## src/amp_consts.svh

```systemverilog
`ifndef AMP_CONSTS_SVH
`define AMP_CONSTS_SVH

`define AMP_FRAME_BITS 16

// clk cycles per sclk half period
`define AMP_SCLK_DIV 2

// signature registers 40 to 44
`define AMP_REG_SIG0 6'h28
`define AMP_REG_SIG1 6'h29
`define AMP_REG_SIG2 6'h2A
`define AMP_REG_SIG3 6'h2B
`define AMP_REG_SIG4 6'h2C
`define AMP_REG_CHIPID 6'h3E
`define AMP_REG_NUMAMP 6'h3F

// expected ASCII signature
`define AMP_SIG0 8'h49
`define AMP_SIG1 8'h4E
`define AMP_SIG2 8'h54
`define AMP_SIG3 8'h41
`define AMP_SIG4 8'h4E

`define AMP_CMD_READ 2'b11

// chip id codes for kinds 1 to 3
`define AMP_CHIPID_K1 8'h02
`define AMP_CHIPID_K2 8'h01
`define AMP_CHIPID_K3 8'h04

// amplifier count codes for kinds 1 to 3
`define AMP_NUMAMP_K1 8'h10
`define AMP_NUMAMP_K2 8'h20
`define AMP_NUMAMP_K3 8'h40

`define AMP_MAX_TRIES 4

`endif

```

## src/amp_pkg.sv

```systemverilog
package amp_pkg;

    // one SPI word, seen as an outgoing command or an incoming reply
    typedef union packed {
        struct packed {
            logic [1:0] op;
            logic [5:0] addr;
            logic [7:0] arg;
        } cmd;
        struct packed {
            logic [7:0] status;
            logic [7:0] data;
        } reply;
    } amp_frame_u;

    typedef enum logic [7:0] {
        IDLE        = 8'h00,
        SEND_SIG0   = 8'h01,
        SEND_SIG1   = 8'h02,
        SEND_SIG2   = 8'h03,
        SEND_SIG3   = 8'h04,
        SEND_SIG4   = 8'h05,
        SEND_CHIPID = 8'h06,
        SEND_NUMAMP = 8'h07,
        FLUSH0      = 8'h08,
        FLUSH1      = 8'h09,
        WAIT        = 8'h10,
        RETRY       = 8'h11,
        JUDGE       = 8'h12,
        DONE        = 8'h13
    } amp_probe_state_e;

endpackage

```

## src/amp_spi_master.sv

```systemverilog
`timescale 1ns/100ps
`include "amp_consts.svh"

module amp_spi_master (
    input  logic                clk,
    input  logic                rst,
    input  logic                xfer_start,
    input  amp_pkg::amp_frame_u tx_word,
    output logic                xfer_done,
    output amp_pkg::amp_frame_u rx_word,
    output logic                cs,
    output logic                sclk,
    output logic                mosi,
    input  logic                miso
);

    localparam int CNT_W = $clog2(`AMP_SCLK_DIV + 1);
    localparam int BIT_W = $clog2(`AMP_FRAME_BITS);
    localparam logic [CNT_W-1:0] CNT_LAST = CNT_W'(`AMP_SCLK_DIV - 1);
    localparam logic [BIT_W-1:0] BIT_LAST = BIT_W'(`AMP_FRAME_BITS - 1);

    localparam logic [1:0] PH_IDLE = 2'd0;
    localparam logic [1:0] PH_SHIFT = 2'd1;
    localparam logic [1:0] PH_CSUP = 2'd2;
    localparam logic [1:0] PH_DONE = 2'd3;

    logic [1:0]                 phase;
    logic [CNT_W-1:0]           div_cnt;
    logic [BIT_W-1:0]           bit_cnt;
    logic [`AMP_FRAME_BITS-1:0] tx_shift;
    logic [`AMP_FRAME_BITS-1:0] rx_shift;
    logic                       half_end;

    assign half_end = (div_cnt == CNT_LAST);

    always_ff @(posedge clk or posedge rst) begin
        if (rst) begin
            phase <= PH_IDLE;
            div_cnt <= '0;
            bit_cnt <= '0;
            cs <= 1'b1;
            sclk <= 1'b0;
            mosi <= 1'b0;
            xfer_done <= 1'b0;
        end else begin
            xfer_done <= 1'b0;
            case (phase)
                PH_IDLE: begin
                    if (xfer_start) begin
                        phase <= PH_SHIFT;
                        cs <= 1'b0;
                        div_cnt <= '0;
                        bit_cnt <= '0;
                        // first bit out together with cs
                        mosi <= tx_word.cmd.op[1];
                    end
                end
                PH_SHIFT: begin
                    if (half_end) begin
                        div_cnt <= '0;
                        sclk <= ~sclk;
                        // falling edge moves to the next bit
                        if (sclk) begin
                            if (bit_cnt == BIT_LAST) begin
                                phase <= PH_CSUP;
                            end else begin
                                bit_cnt <= bit_cnt + 1'b1;
                                mosi <= tx_shift[`AMP_FRAME_BITS-2];
                            end
                        end
                    end else begin
                        div_cnt <= div_cnt + 1'b1;
                    end
                end
                PH_CSUP: begin
                    cs <= 1'b1;
                    mosi <= 1'b0;
                    phase <= PH_DONE;
                end
                default: begin
                    xfer_done <= 1'b1;
                    phase <= PH_IDLE;
                end
            endcase
        end
    end

    always_ff @(posedge clk) begin
        if (phase == PH_IDLE && xfer_start) begin
            tx_shift <= tx_word;
        end else if (phase == PH_SHIFT && half_end) begin
            // sample miso as sclk rises
            if (sclk) begin
                tx_shift <= {tx_shift[`AMP_FRAME_BITS-2:0], 1'b0};
            end else begin
                rx_shift <= {rx_shift[`AMP_FRAME_BITS-2:0], miso};
            end
        end
        if (phase == PH_DONE) begin
            rx_word <= rx_shift;
        end
    end

    assert property (@(posedge clk) disable iff (rst) (phase == PH_IDLE) |-> cs)
        else $error("cs low with no transfer running");

    assert property (@(posedge clk) disable iff (rst) (phase != PH_IDLE) |-> !xfer_start)
        else $error("xfer_start raised during a transfer");

endmodule

```

## src/amp_id_probe.sv

```systemverilog
`timescale 1ns/100ps
`include "amp_consts.svh"

module amp_id_probe (
    input  logic                clk,
    input  logic                rst,
    input  logic                start,
    output logic                done,
    output logic                fail,
    output logic [1:0]          dev_kind,
    output logic                xfer_start,
    output amp_pkg::amp_frame_u tx_word,
    input  logic                xfer_done,
    input  amp_pkg::amp_frame_u rx_word
);

    localparam int TRY_W = $clog2(`AMP_MAX_TRIES + 1);
    localparam logic [TRY_W-1:0] TRY_MAX = TRY_W'(`AMP_MAX_TRIES);
    localparam logic [TRY_W-1:0] TRY_LAST = TRY_W'(`AMP_MAX_TRIES - 1);

    localparam logic [1:0] CHK_NONE = 2'd0;
    localparam logic [1:0] CHK_SIG = 2'd1;
    localparam logic [1:0] CHK_ID = 2'd2;
    localparam logic [1:0] CHK_CNT = 2'd3;

    amp_pkg::amp_probe_state_e state;
    amp_pkg::amp_probe_state_e ret_state;
    amp_pkg::amp_probe_state_e step_ret;
    logic                      step_send;
    logic [5:0]                step_addr;
    logic [1:0]                step_chk;
    logic [7:0]                step_exp;
    logic [1:0]                chk_mode;
    logic [7:0]                exp_byte;
    logic [TRY_W-1:0]          try_cnt;
    logic [1:0]                kind_id;
    logic [1:0]                kind_cnt;
    logic [1:0]                id_kind;
    logic [1:0]                cnt_kind;
    logic                      id_ok;
    logic                      cnt_ok;
    logic                      reply_ok;

    function automatic amp_pkg::amp_frame_u read_cmd(input logic [5:0] addr);
        amp_pkg::amp_frame_u frame;
        frame.cmd.op = `AMP_CMD_READ;
        frame.cmd.addr = addr;
        frame.cmd.arg = 8'h00;
        return frame;
    endfunction

    // each send step issues one read and names the reply due from two frames back
    always_comb begin
        step_send = 1'b1;
        step_addr = `AMP_REG_SIG0;
        step_chk = CHK_SIG;
        step_exp = 8'h00;
        step_ret = amp_pkg::IDLE;
        case (state)
            amp_pkg::SEND_SIG0: begin
                step_chk = CHK_NONE;
                step_ret = amp_pkg::SEND_SIG1;
            end
            amp_pkg::SEND_SIG1: begin
                step_addr = `AMP_REG_SIG1;
                step_chk = CHK_NONE;
                step_ret = amp_pkg::SEND_SIG2;
            end
            amp_pkg::SEND_SIG2: begin
                step_addr = `AMP_REG_SIG2;
                step_exp = `AMP_SIG0;
                step_ret = amp_pkg::SEND_SIG3;
            end
            amp_pkg::SEND_SIG3: begin
                step_addr = `AMP_REG_SIG3;
                step_exp = `AMP_SIG1;
                step_ret = amp_pkg::SEND_SIG4;
            end
            amp_pkg::SEND_SIG4: begin
                step_addr = `AMP_REG_SIG4;
                step_exp = `AMP_SIG2;
                step_ret = amp_pkg::SEND_CHIPID;
            end
            amp_pkg::SEND_CHIPID: begin
                step_addr = `AMP_REG_CHIPID;
                step_exp = `AMP_SIG3;
                step_ret = amp_pkg::SEND_NUMAMP;
            end
            amp_pkg::SEND_NUMAMP: begin
                step_addr = `AMP_REG_NUMAMP;
                step_exp = `AMP_SIG4;
                step_ret = amp_pkg::FLUSH0;
            end
            // dummy reads of reg 40 bring back id and count
            amp_pkg::FLUSH0: begin
                step_chk = CHK_ID;
                step_ret = amp_pkg::FLUSH1;
            end
            amp_pkg::FLUSH1: begin
                step_chk = CHK_CNT;
                step_ret = amp_pkg::JUDGE;
            end
            default: step_send = 1'b0;
        endcase
    end

    always_comb begin
        id_ok = 1'b1;
        id_kind = 2'd0;
        case (rx_word.reply.data)
            `AMP_CHIPID_K1: id_kind = 2'd1;
            `AMP_CHIPID_K2: id_kind = 2'd2;
            `AMP_CHIPID_K3: id_kind = 2'd3;
            default: id_ok = 1'b0;
        endcase
        cnt_ok = 1'b1;
        cnt_kind = 2'd0;
        case (rx_word.reply.data)
            `AMP_NUMAMP_K1: cnt_kind = 2'd1;
            `AMP_NUMAMP_K2: cnt_kind = 2'd2;
            `AMP_NUMAMP_K3: cnt_kind = 2'd3;
            default: cnt_ok = 1'b0;
        endcase
        case (chk_mode)
            CHK_SIG: reply_ok = (rx_word.reply.status == 8'h00) && (rx_word.reply.data == exp_byte);
            CHK_ID: reply_ok = (rx_word.reply.status == 8'h00) && id_ok;
            CHK_CNT: reply_ok = (rx_word.reply.status == 8'h00) && cnt_ok;
            default: reply_ok = 1'b1;
        endcase
    end

    always_ff @(posedge clk or posedge rst) begin
        if (rst) begin
            state <= amp_pkg::IDLE;
            ret_state <= amp_pkg::IDLE;
            chk_mode <= CHK_NONE;
            try_cnt <= '0;
            xfer_start <= 1'b0;
            done <= 1'b0;
            fail <= 1'b0;
            dev_kind <= 2'b00;
        end else begin
            xfer_start <= 1'b0;
            if (step_send) begin
                xfer_start <= 1'b1;
                chk_mode <= step_chk;
                ret_state <= step_ret;
                state <= amp_pkg::WAIT;
            end else begin
                case (state)
                    amp_pkg::IDLE: begin
                        if (start) begin
                            try_cnt <= '0;
                            state <= amp_pkg::SEND_SIG0;
                        end
                    end
                    amp_pkg::WAIT: begin
                        if (xfer_done) begin
                            state <= reply_ok ? ret_state : amp_pkg::RETRY;
                        end
                    end
                    amp_pkg::RETRY: begin
                        try_cnt <= try_cnt + 1'b1;
                        if (try_cnt == TRY_LAST) begin
                            done <= 1'b1;
                            fail <= 1'b1;
                            state <= amp_pkg::DONE;
                        end else begin
                            state <= amp_pkg::SEND_SIG0;
                        end
                    end
                    amp_pkg::JUDGE: begin
                        if (kind_id == kind_cnt) begin
                            done <= 1'b1;
                            dev_kind <= kind_id;
                            state <= amp_pkg::DONE;
                        end else begin
                            state <= amp_pkg::RETRY;
                        end
                    end
                    amp_pkg::DONE: begin
                        if (!start) begin
                            done <= 1'b0;
                            fail <= 1'b0;
                            dev_kind <= 2'b00;
                            state <= amp_pkg::IDLE;
                        end
                    end
                    default: state <= amp_pkg::IDLE;
                endcase
            end
        end
    end

    always_ff @(posedge clk) begin
        if (step_send) begin
            tx_word <= read_cmd(step_addr);
            exp_byte <= step_exp;
        end
        if (state == amp_pkg::WAIT && xfer_done) begin
            if (chk_mode == CHK_ID) begin
                kind_id <= id_kind;
            end
            if (chk_mode == CHK_CNT) begin
                kind_cnt <= cnt_kind;
            end
        end
    end

    assert property (@(posedge clk) disable iff (rst) (dev_kind != 2'b00) |-> (done && !fail))
        else $error("dev_kind set outside a good result, state %s", state.name());

    assert property (@(posedge clk) disable iff (rst) try_cnt <= TRY_MAX)
        else $error("try counter past limit, state %s", state.name());

endmodule

```

## src/amp_frontend_top.sv

```systemverilog
`timescale 1ns/100ps

module amp_frontend_top (
    input  logic       clk,
    input  logic       rst,
    input  logic       start,
    output logic       done,
    output logic       fail,
    output logic [1:0] dev_kind,
    output logic       cs,
    output logic       sclk,
    output logic       mosi,
    input  logic       miso
);

    logic                xfer_start;
    logic                xfer_done;
    amp_pkg::amp_frame_u tx_word;
    amp_pkg::amp_frame_u rx_word;

    amp_id_probe probe0 (
        .clk(clk),
        .rst(rst),
        .start(start),
        .done(done),
        .fail(fail),
        .dev_kind(dev_kind),
        .xfer_start(xfer_start),
        .tx_word(tx_word),
        .xfer_done(xfer_done),
        .rx_word(rx_word)
    );

    // chip pins
    amp_spi_master spi0 (
        .clk(clk),
        .rst(rst),
        .xfer_start(xfer_start),
        .tx_word(tx_word),
        .xfer_done(xfer_done),
        .rx_word(rx_word),
        .cs(cs),
        .sclk(sclk),
        .mosi(mosi),
        .miso(miso)
    );

endmodule

```

## config.mk

```make
export PLATFORM = sky130hd
export DESIGN_NAME = amp_frontend_top
export DESIGN_NICKNAME = d
export VERILOG_FILES = /design/src/amp_pkg.sv /design/src/amp_spi_master.sv /design/src/amp_id_probe.sv /design/src/amp_frontend_top.sv
export VERILOG_INCLUDE_DIRS = /design/src
export SDC_FILE = /design/constraint.sdc
export NUM_CORES = 1
export LEC_CHECK = 0
export BUFFER_PORTS_ARGS = -buffer_cell sky130_fd_sc_hd__buf_2
export CORE_MARGIN = 2
export CORE_UTILIZATION = 50
export CTS_CLUSTER_DIAMETER = 60
export DETAILED_ROUTE_END_ITERATION = 12
export PLACE_DENSITY = 0.69
export SYNTH_ARGS = -nofsm -noshare
export SYNTH_HDL_FRONTEND = slang
export SYNTH_HIERARCHICAL = 1
export SYNTH_SLANG_ARGS = --single-unit
```

## constraint.sdc

```tcl
create_clock -name clk -period 2.8 [get_ports clk]
set_input_delay 0.7 -clock clk [delete_from_list [all_inputs] [get_ports clk]]
set_output_delay 0.7 -clock clk [all_outputs]
set_load 0.1 [all_outputs]
```

==> metrics.txt, run 1 <==
Syn. warnings=6; Setup TNS=0 ns; Post-synth ARST share=34.4%; Setup crit end kind=output port; layout cells sized above 1=between 15 and 20%; total gr overflow=0; post-synthesis register bit count=93; postcts setup bufs=0; Post-synth top flop=edfxtp_1; EDFF count, synth=between 60 and 70; mux cell area share after synthesis=under 10%; crit path to=sclk; initial antenna violation count=0; type of the worst setup path=register to output port; crit-path max FO=7; TritonCTS buffer count=9; Seq pwr share=61.7%; pins over their slew limit=0; # port buffers=10; Core Util, Final=a little under three fifths; die width=98.9 µm; Synth Area in Adders=2.50%; first-pass GRT wire length=around 13000 µm; largest net degree at the start of global routing=32; Worst slew margin=between 30 and 40%; Commonest cells post-synth=61 x edfxtp_1, 31 x dfrtp_1, 24 x nand2_1; cell-internal power=1.87 mW; Clock Tree Buf Depth=2; CP required=2.10 ns; delay-heaviest family, CP=flip-flops; combinational power share=0.7%; top cells by area, synth=edfxtp_1 41%, dfrtp_1 17%, mux2_2 4.5%; Post-DRT Antenna Nets=0; pre-CTS setup slack=between 0.8 and 0.9 ns; Tot GR Track Use=about 17%; clock skew=0.00797 ns; area grow syn2layout=6.76%; Net Sw Power=0.482 mW; Avg WL per Cell=about 15 µm; Synth Area per Inst=12.2 µm²; CP startpoint=spi0/sclk; R2R Path End=probe0/kind_id[0]; Setup crit start kind=register; # setup viols final=0; total number of vias=2706; Via density=approximately 5.5; DRT Wirelength=7460 µm; Worst Max-Slew Pin Slew=0.918 ns; DP HPWL=5210 µm; count of cell types in the netlist=62; routability cong.=0.820; maxcap violations=0; largest family of logic cells by synthesized area=simple AND/OR/NAND/NOR gates; Die ar.=slightly below 0.01 mm²; Core Region=0.00872 mm²; Nets=390; hold_ws=between 0.3 and 0.4 ns; H-tree depth=3; Worst-path clk slew=0.09 ns; cells after synthesis=369; CTS sink cnt=slightly above 90; Post-CTS Resized=0; DR iter-0 viols=133; CP bufs+invs=1; Die Span Y=a little under 100 µm; Post-Synth XOR/XNOR Area=roughly 2.7%; CP max-delay cell=dfrtp_1; clock root buffer=clkbuf_8; RR Startpoint=probe0/state[0]; status=complete, no violations; compound-gate portion of the synthesized area=a little under an eighth; PwrDens=489 mW/mm²; most frequent cell after synthesis=edfxtp_1; Final Cycle Share=73.9%; Final Hold Viols=0; Sw Ratio=20.5%; Initial Util=51.6%; simple-gate portion of the synthesized area=13.3%; vias in the first global route=2629; PnR worst setup slack=0.731 ns; DRC viols=0; fmax=0.483 GHz; flop2flop setup slack=0.76 ns; I/O pin total=11; unrepaired setup endpoints after global routing=false; Arr. time, crit path=roughly 1.4 ns; ANT cells=0; Leakage=1.81 nW; Reg2Reg Depth=4; Clk Latency, worst-skew pair=0.36 ns; # hold bufs at CTS=0; slowest stage delay, CP=0.52 ns; Design Area, Final=0.00480 mm²; Synth top area share=40.7%; Cell Area, Placed=between 0.004 and 0.005 mm²; WP depth=1; crit path cell chain=buf_2; Post-Syn Area=around 0.0045 mm²; worst min path class=input port to async pin; Yosys top cell by area=edfxtp_1; CTS tree=built; worst vdd ir=250 µV; Std-Cell Rows=34; clock power share=37.7%; DRT Pass-1 Iters=4; post-layout min period=2.07 ns; Seq/Total Area, Yosys=58.5%
## flip-flops by register name, summed over array words and instances, names as in the netlist, 2 cells and up
name,count
spi0/phase,2
probe0/ret_state,5
probe0/kind_id,2
spi0/rx_shift,16
probe0/chk_mode,2
spi0/bit_cnt,4
probe0/kind_cnt,2
spi0/div_cnt,2
probe0/tx_word,4
probe0/exp_byte,6
probe0/state,5
probe0/try_cnt,3
spi0/rx_word,16
probe0/dev_kind,2
spi0/tx_shift,15
## logic make-up (layout without fill, tap and decap cells)
logic type      count (synthesis)  after routing
simple gates                  108            108
fa+ha+maj                       9              9
flops                          93             93
compound gates                 72             72
other cells                     2             12
mux                            27             27
buf+inv                        44             47
xor+xnor                       14             14
## per-layer routing
layer,routed length (µm),global-route usage [%],vias up
met3,284,4.75,16
met5,0,0,-
met1,3460,21.9,1296
met4,161,6.74,0
li1,-,-,1347
met2,3550,26.2,47
## final cells by class
class / instances / area (µm²)
fillers: 726 / 3920
flip-flops and latches: 93 / 2630
multi-input cells: 242 / 1690
well taps: 108 / 135
clock buffers: 9 / 124
repair buffers: 16 / 95.1
clock inverters: 7 / 72.6
inverters: 15 / 56.3
## power groups by stage
| stage | clock (mW) | sequential [mW] | combinational [mW] |
|---|---|---|---|
| 5_1_grt | 0.973 | 1.45 | 0.0194 |
| 4_1_cts | 0.921 | 1.45 | 0.0158 |
| 2_1_floorplan | 0 | 1.48 | 0.0213 |
| 3_3_place_gp | 0 | 1.48 | 0.0158 |
| 3_5_place_dp | 0 | 1.48 | 0.0157 |
| 6_report | 0.885 | 1.45 | 0.0153 |
## layout by cell type, fill, tap and decap left out, types with 2 or more instances in the layout
cell,n
a211o_1,3
a211oi_1,5
a21boi_0,2
a21o_1,3
a21oi_1,16
a22o_1,3
and3_1,4
and3b_1,2
buf_2,10
buf_4,6
clkbuf_8,9
conb_1,12
dfrtp_1,31
edfxtp_1,61
ha_1,9
inv_1,15
inv_6,2
mux2_1,2
mux2_2,18
mux2i_1,7
nand2_1,24
nand2b_1,5
nand3_1,7
nand3b_1,2
nand4_1,3
nand4b_1,2
nor2_1,20
nor2b_1,6
nor3_1,11
nor3b_1,4
nor4_1,4
o211ai_1,2
o21ai_0,22
or2_2,3
or3_1,2
xnor2_1,9
xor2_1,5
## per-stage QoR
| stage | power [mW] | instances |
|---|---|---|
| final | 2.35 | 490 |
| after global routing | 2.44 | 490 |
| after CTS | 2.39 | 490 |
| after detailed placement | 1.50 | 474 |
| after global placement | 1.50 | 474 |
| after floorplan | 1.50 | 379 |
## how the worst min path moves through the flow
stage	from	to	cells past startpoint	slack (ns)
CTS	rst	spi0/phase[0]	2	0.36
global placement	spi0/rx_shift[15]	spi0/rx_word[15]	0	0.40
floorplan	spi0/rx_shift[15]	spi0/rx_word[15]	0	0.40
global route	rst	spi0/phase[0]	2	0.37
detailed placement	spi0/rx_shift[15]	spi0/rx_word[15]	0	0.42
finish	rst	spi0/phase[0]	2	0.36
(Power assumes the default switching activity.)
==> inputs of run 2 (changes only) <==
clock period = 1.9 ns   (was 2.8 ns; I/O delays follow)
==> metrics.txt, run 2 (synthesis results as in run 1) <==
status=complete, no violations; Via density=5.58 (+1.1%); I/O pin total=11 (unchanged); DP HPWL=5560 µm (+6.9%); CP required=2.18 ns (+0.08 ns); pre-CTS setup slack=0.0829 ns (-0.719 ns); most frequent cells in the layout=61 x edfxtp_1, 30 x dfrtp_1, 23 x nand2_1; commonest non-fill, non-tap cell in the layout=edfxtp_1; # port buffers=10 (unchanged); # hold bufs at CTS=0 (unchanged); Post-DRT Antenna Nets=0 (unchanged); type of the worst setup path=register to register; ANT cells=0 (unchanged); PwrDens=685 mW/mm² (+40%); CP max-delay cell=edfxtp_1; Clock Tree Buf Depth=2 (unchanged); Die Span Y=98.9 µm (unchanged); post-layout min period=1.82 ns; worst min path class=input port to async pin; crit-path max FO=5 (-2); DR iter-0 viols=141 (+6.0%); CTS sink cnt=93 (unchanged); placed cells=488 (+3.0%); TritonCTS buffer count=9 (unchanged); Final Hold Viols=0 (unchanged); largest net degree at the start of global routing=29 (-9.4%); vias in the first global route=2791 (+6.2%); Tot GR Track Use=18.0% (+1.4 points); DRC viols=0 (unchanged); DRT Pass-1 Iters=4 (unchanged); Avg WL per Cell=16.3 µm (+6.9%); largest registers=spi0/rx_shift (16), spi0/rx_word (16), spi0/tx_shift (15); Arr. time, crit path=2.09 ns (+0.72 ns); Final Cycle Share=95.7%; Finished Layout Cells=506 (+3.3%); area grow syn2layout=11.1%; DRT Wirelength=8230 µm (+10%); Die ar.=0.00977 mm² (unchanged); # setup viols final=0 (unchanged); Setup crit start kind=register; footprint of the multi-input gates=0.00173 mm² (+2.4%); Worst-path clk slew=0.10 ns (about the same); slowest stage delay, CP=0.49 ns (-0.03 ns); Clk Latency, worst-skew pair=0.36 ns (about the same); Core Util, Final=57.3% (+2.2 points); pins over their slew limit=0 (unchanged); clock skew=0.0130 ns (+0.00507 ns); Leakage=1.90 nW (+4.9%); total number of vias=2825 (+4.4%); clock root buffer=clkbuf_8; Std-Cell Rows=34 (unchanged); worst vdd ir=478 µV (+91%); Nets=406 (+4.1%); Core Region=0.00872 mm² (unchanged); die width=98.9 µm (unchanged); total gr overflow=0 (unchanged); Initial Util=51.6% (unchanged); hold_ws=0.124 ns (-0.237 ns); Setup crit end kind=register; maxcap violations=0 (unchanged); H-tree depth=3 (unchanged); CTS tree=built; Worst slew margin=65.7% (+27 points); Worst Max-Slew Pin Slew=0.507 ns (-0.412 ns); layout cells sized above 1=22.1% (+5.9 points); fmax=0.550 GHz; first-pass GRT wire length=13800 µm (+9.9%); PnR worst setup slack=0.0824 ns (-0.648 ns); register area=0.00264 mm² (about the same); routability cong.=0.863 (+5.3%); initial antenna violation count=0 (unchanged); crit path cell chain=or3_4 > o311ai_4 > nand3_2 > a21o_1 > a211oi_2; number of fill cells=721 (-0.69%)
==> run 2: changes by cell type in the layout (fill, tap and decap cells not counted), sizes merged <==
cell	delta
inv	+1
bufinv	-1
buf	+16
==> run 2: path summary, 6_finish.rpt <==
check | startpoint | endpoint | slack [ns] | cells past startpoint
worst min-delay path | rst | spi0/div_cnt[1] | 0.12 | 2
max in group asynchronous | rst | spi0/sclk | 1.42 | 2
min in group clk | miso | spi0/rx_shift[0] | 0.29 | 1
worst max-delay path | spi0/rx_word[0] | probe0/state[3] | 0.08 | 5
worst min register to register | spi0/rx_shift[15] | spi0/rx_word[15] | 0.43 | 0
worst max register to register | spi0/rx_word[0] | probe0/state[3] | 0.08 | 5
==> run 2: cell type report <==
cell class                 count  area share (%)
sequential                    93            52.7
timing repair buffer          32            5.06
tap                          108            2.70
clock buffer                   9            2.48
multi-input combinational    242            34.6
clock inverter                 7            1.33
inverter                      15            1.13
==> run 2: critical path, delay by kind of cell, from the launching register on <==
| kind | cells | cell delay, ns |
|---|---|---|
| flip-flops | 1 | 0.49 |
| AO/OA/AOI/OAI | 3 | 0.68 |
| AND/OR/NAND/NOR | 2 | 0.57 |
==> run 2: per-stage QoR <==
stage | instance area, µm² | total power [mW] | setup TNS, ns
floorplan | 4580 | 2.21 | 0
global placement | 4780 | 2.21 | 0
detailed placement | 4780 | 2.21 | 0
CTS | 4970 | 3.47 | 0
global route | 5000 | 3.55 | -0.00908
finish | 5000 | 3.43 | 0
==> run 2: where the power goes <==
part           switching [mW]  leakage, nW  internal, mW
logic                  0.0198        0.870       0.00490
clock network           0.759       0.0949         0.505
registers                   0        0.937          2.14
total                   0.779         1.90          2.65
==> run 2: timing repair <==
action,4_1_cts,5_1_grt
endpoints found under the setup margin,0,20
resized for setup,0,3
buffers inserted,0,2
==> run 2: layer usage <==
layer  vias up  part of all wire, %  global-route usage (%)
met2        57                   49                    29.1
met1      1379                   46                    24.4
li1       1377                    -                       -
met4         0                  1.2                    5.90
met3        12                  3.5                    3.90
met5         -                    0                       0
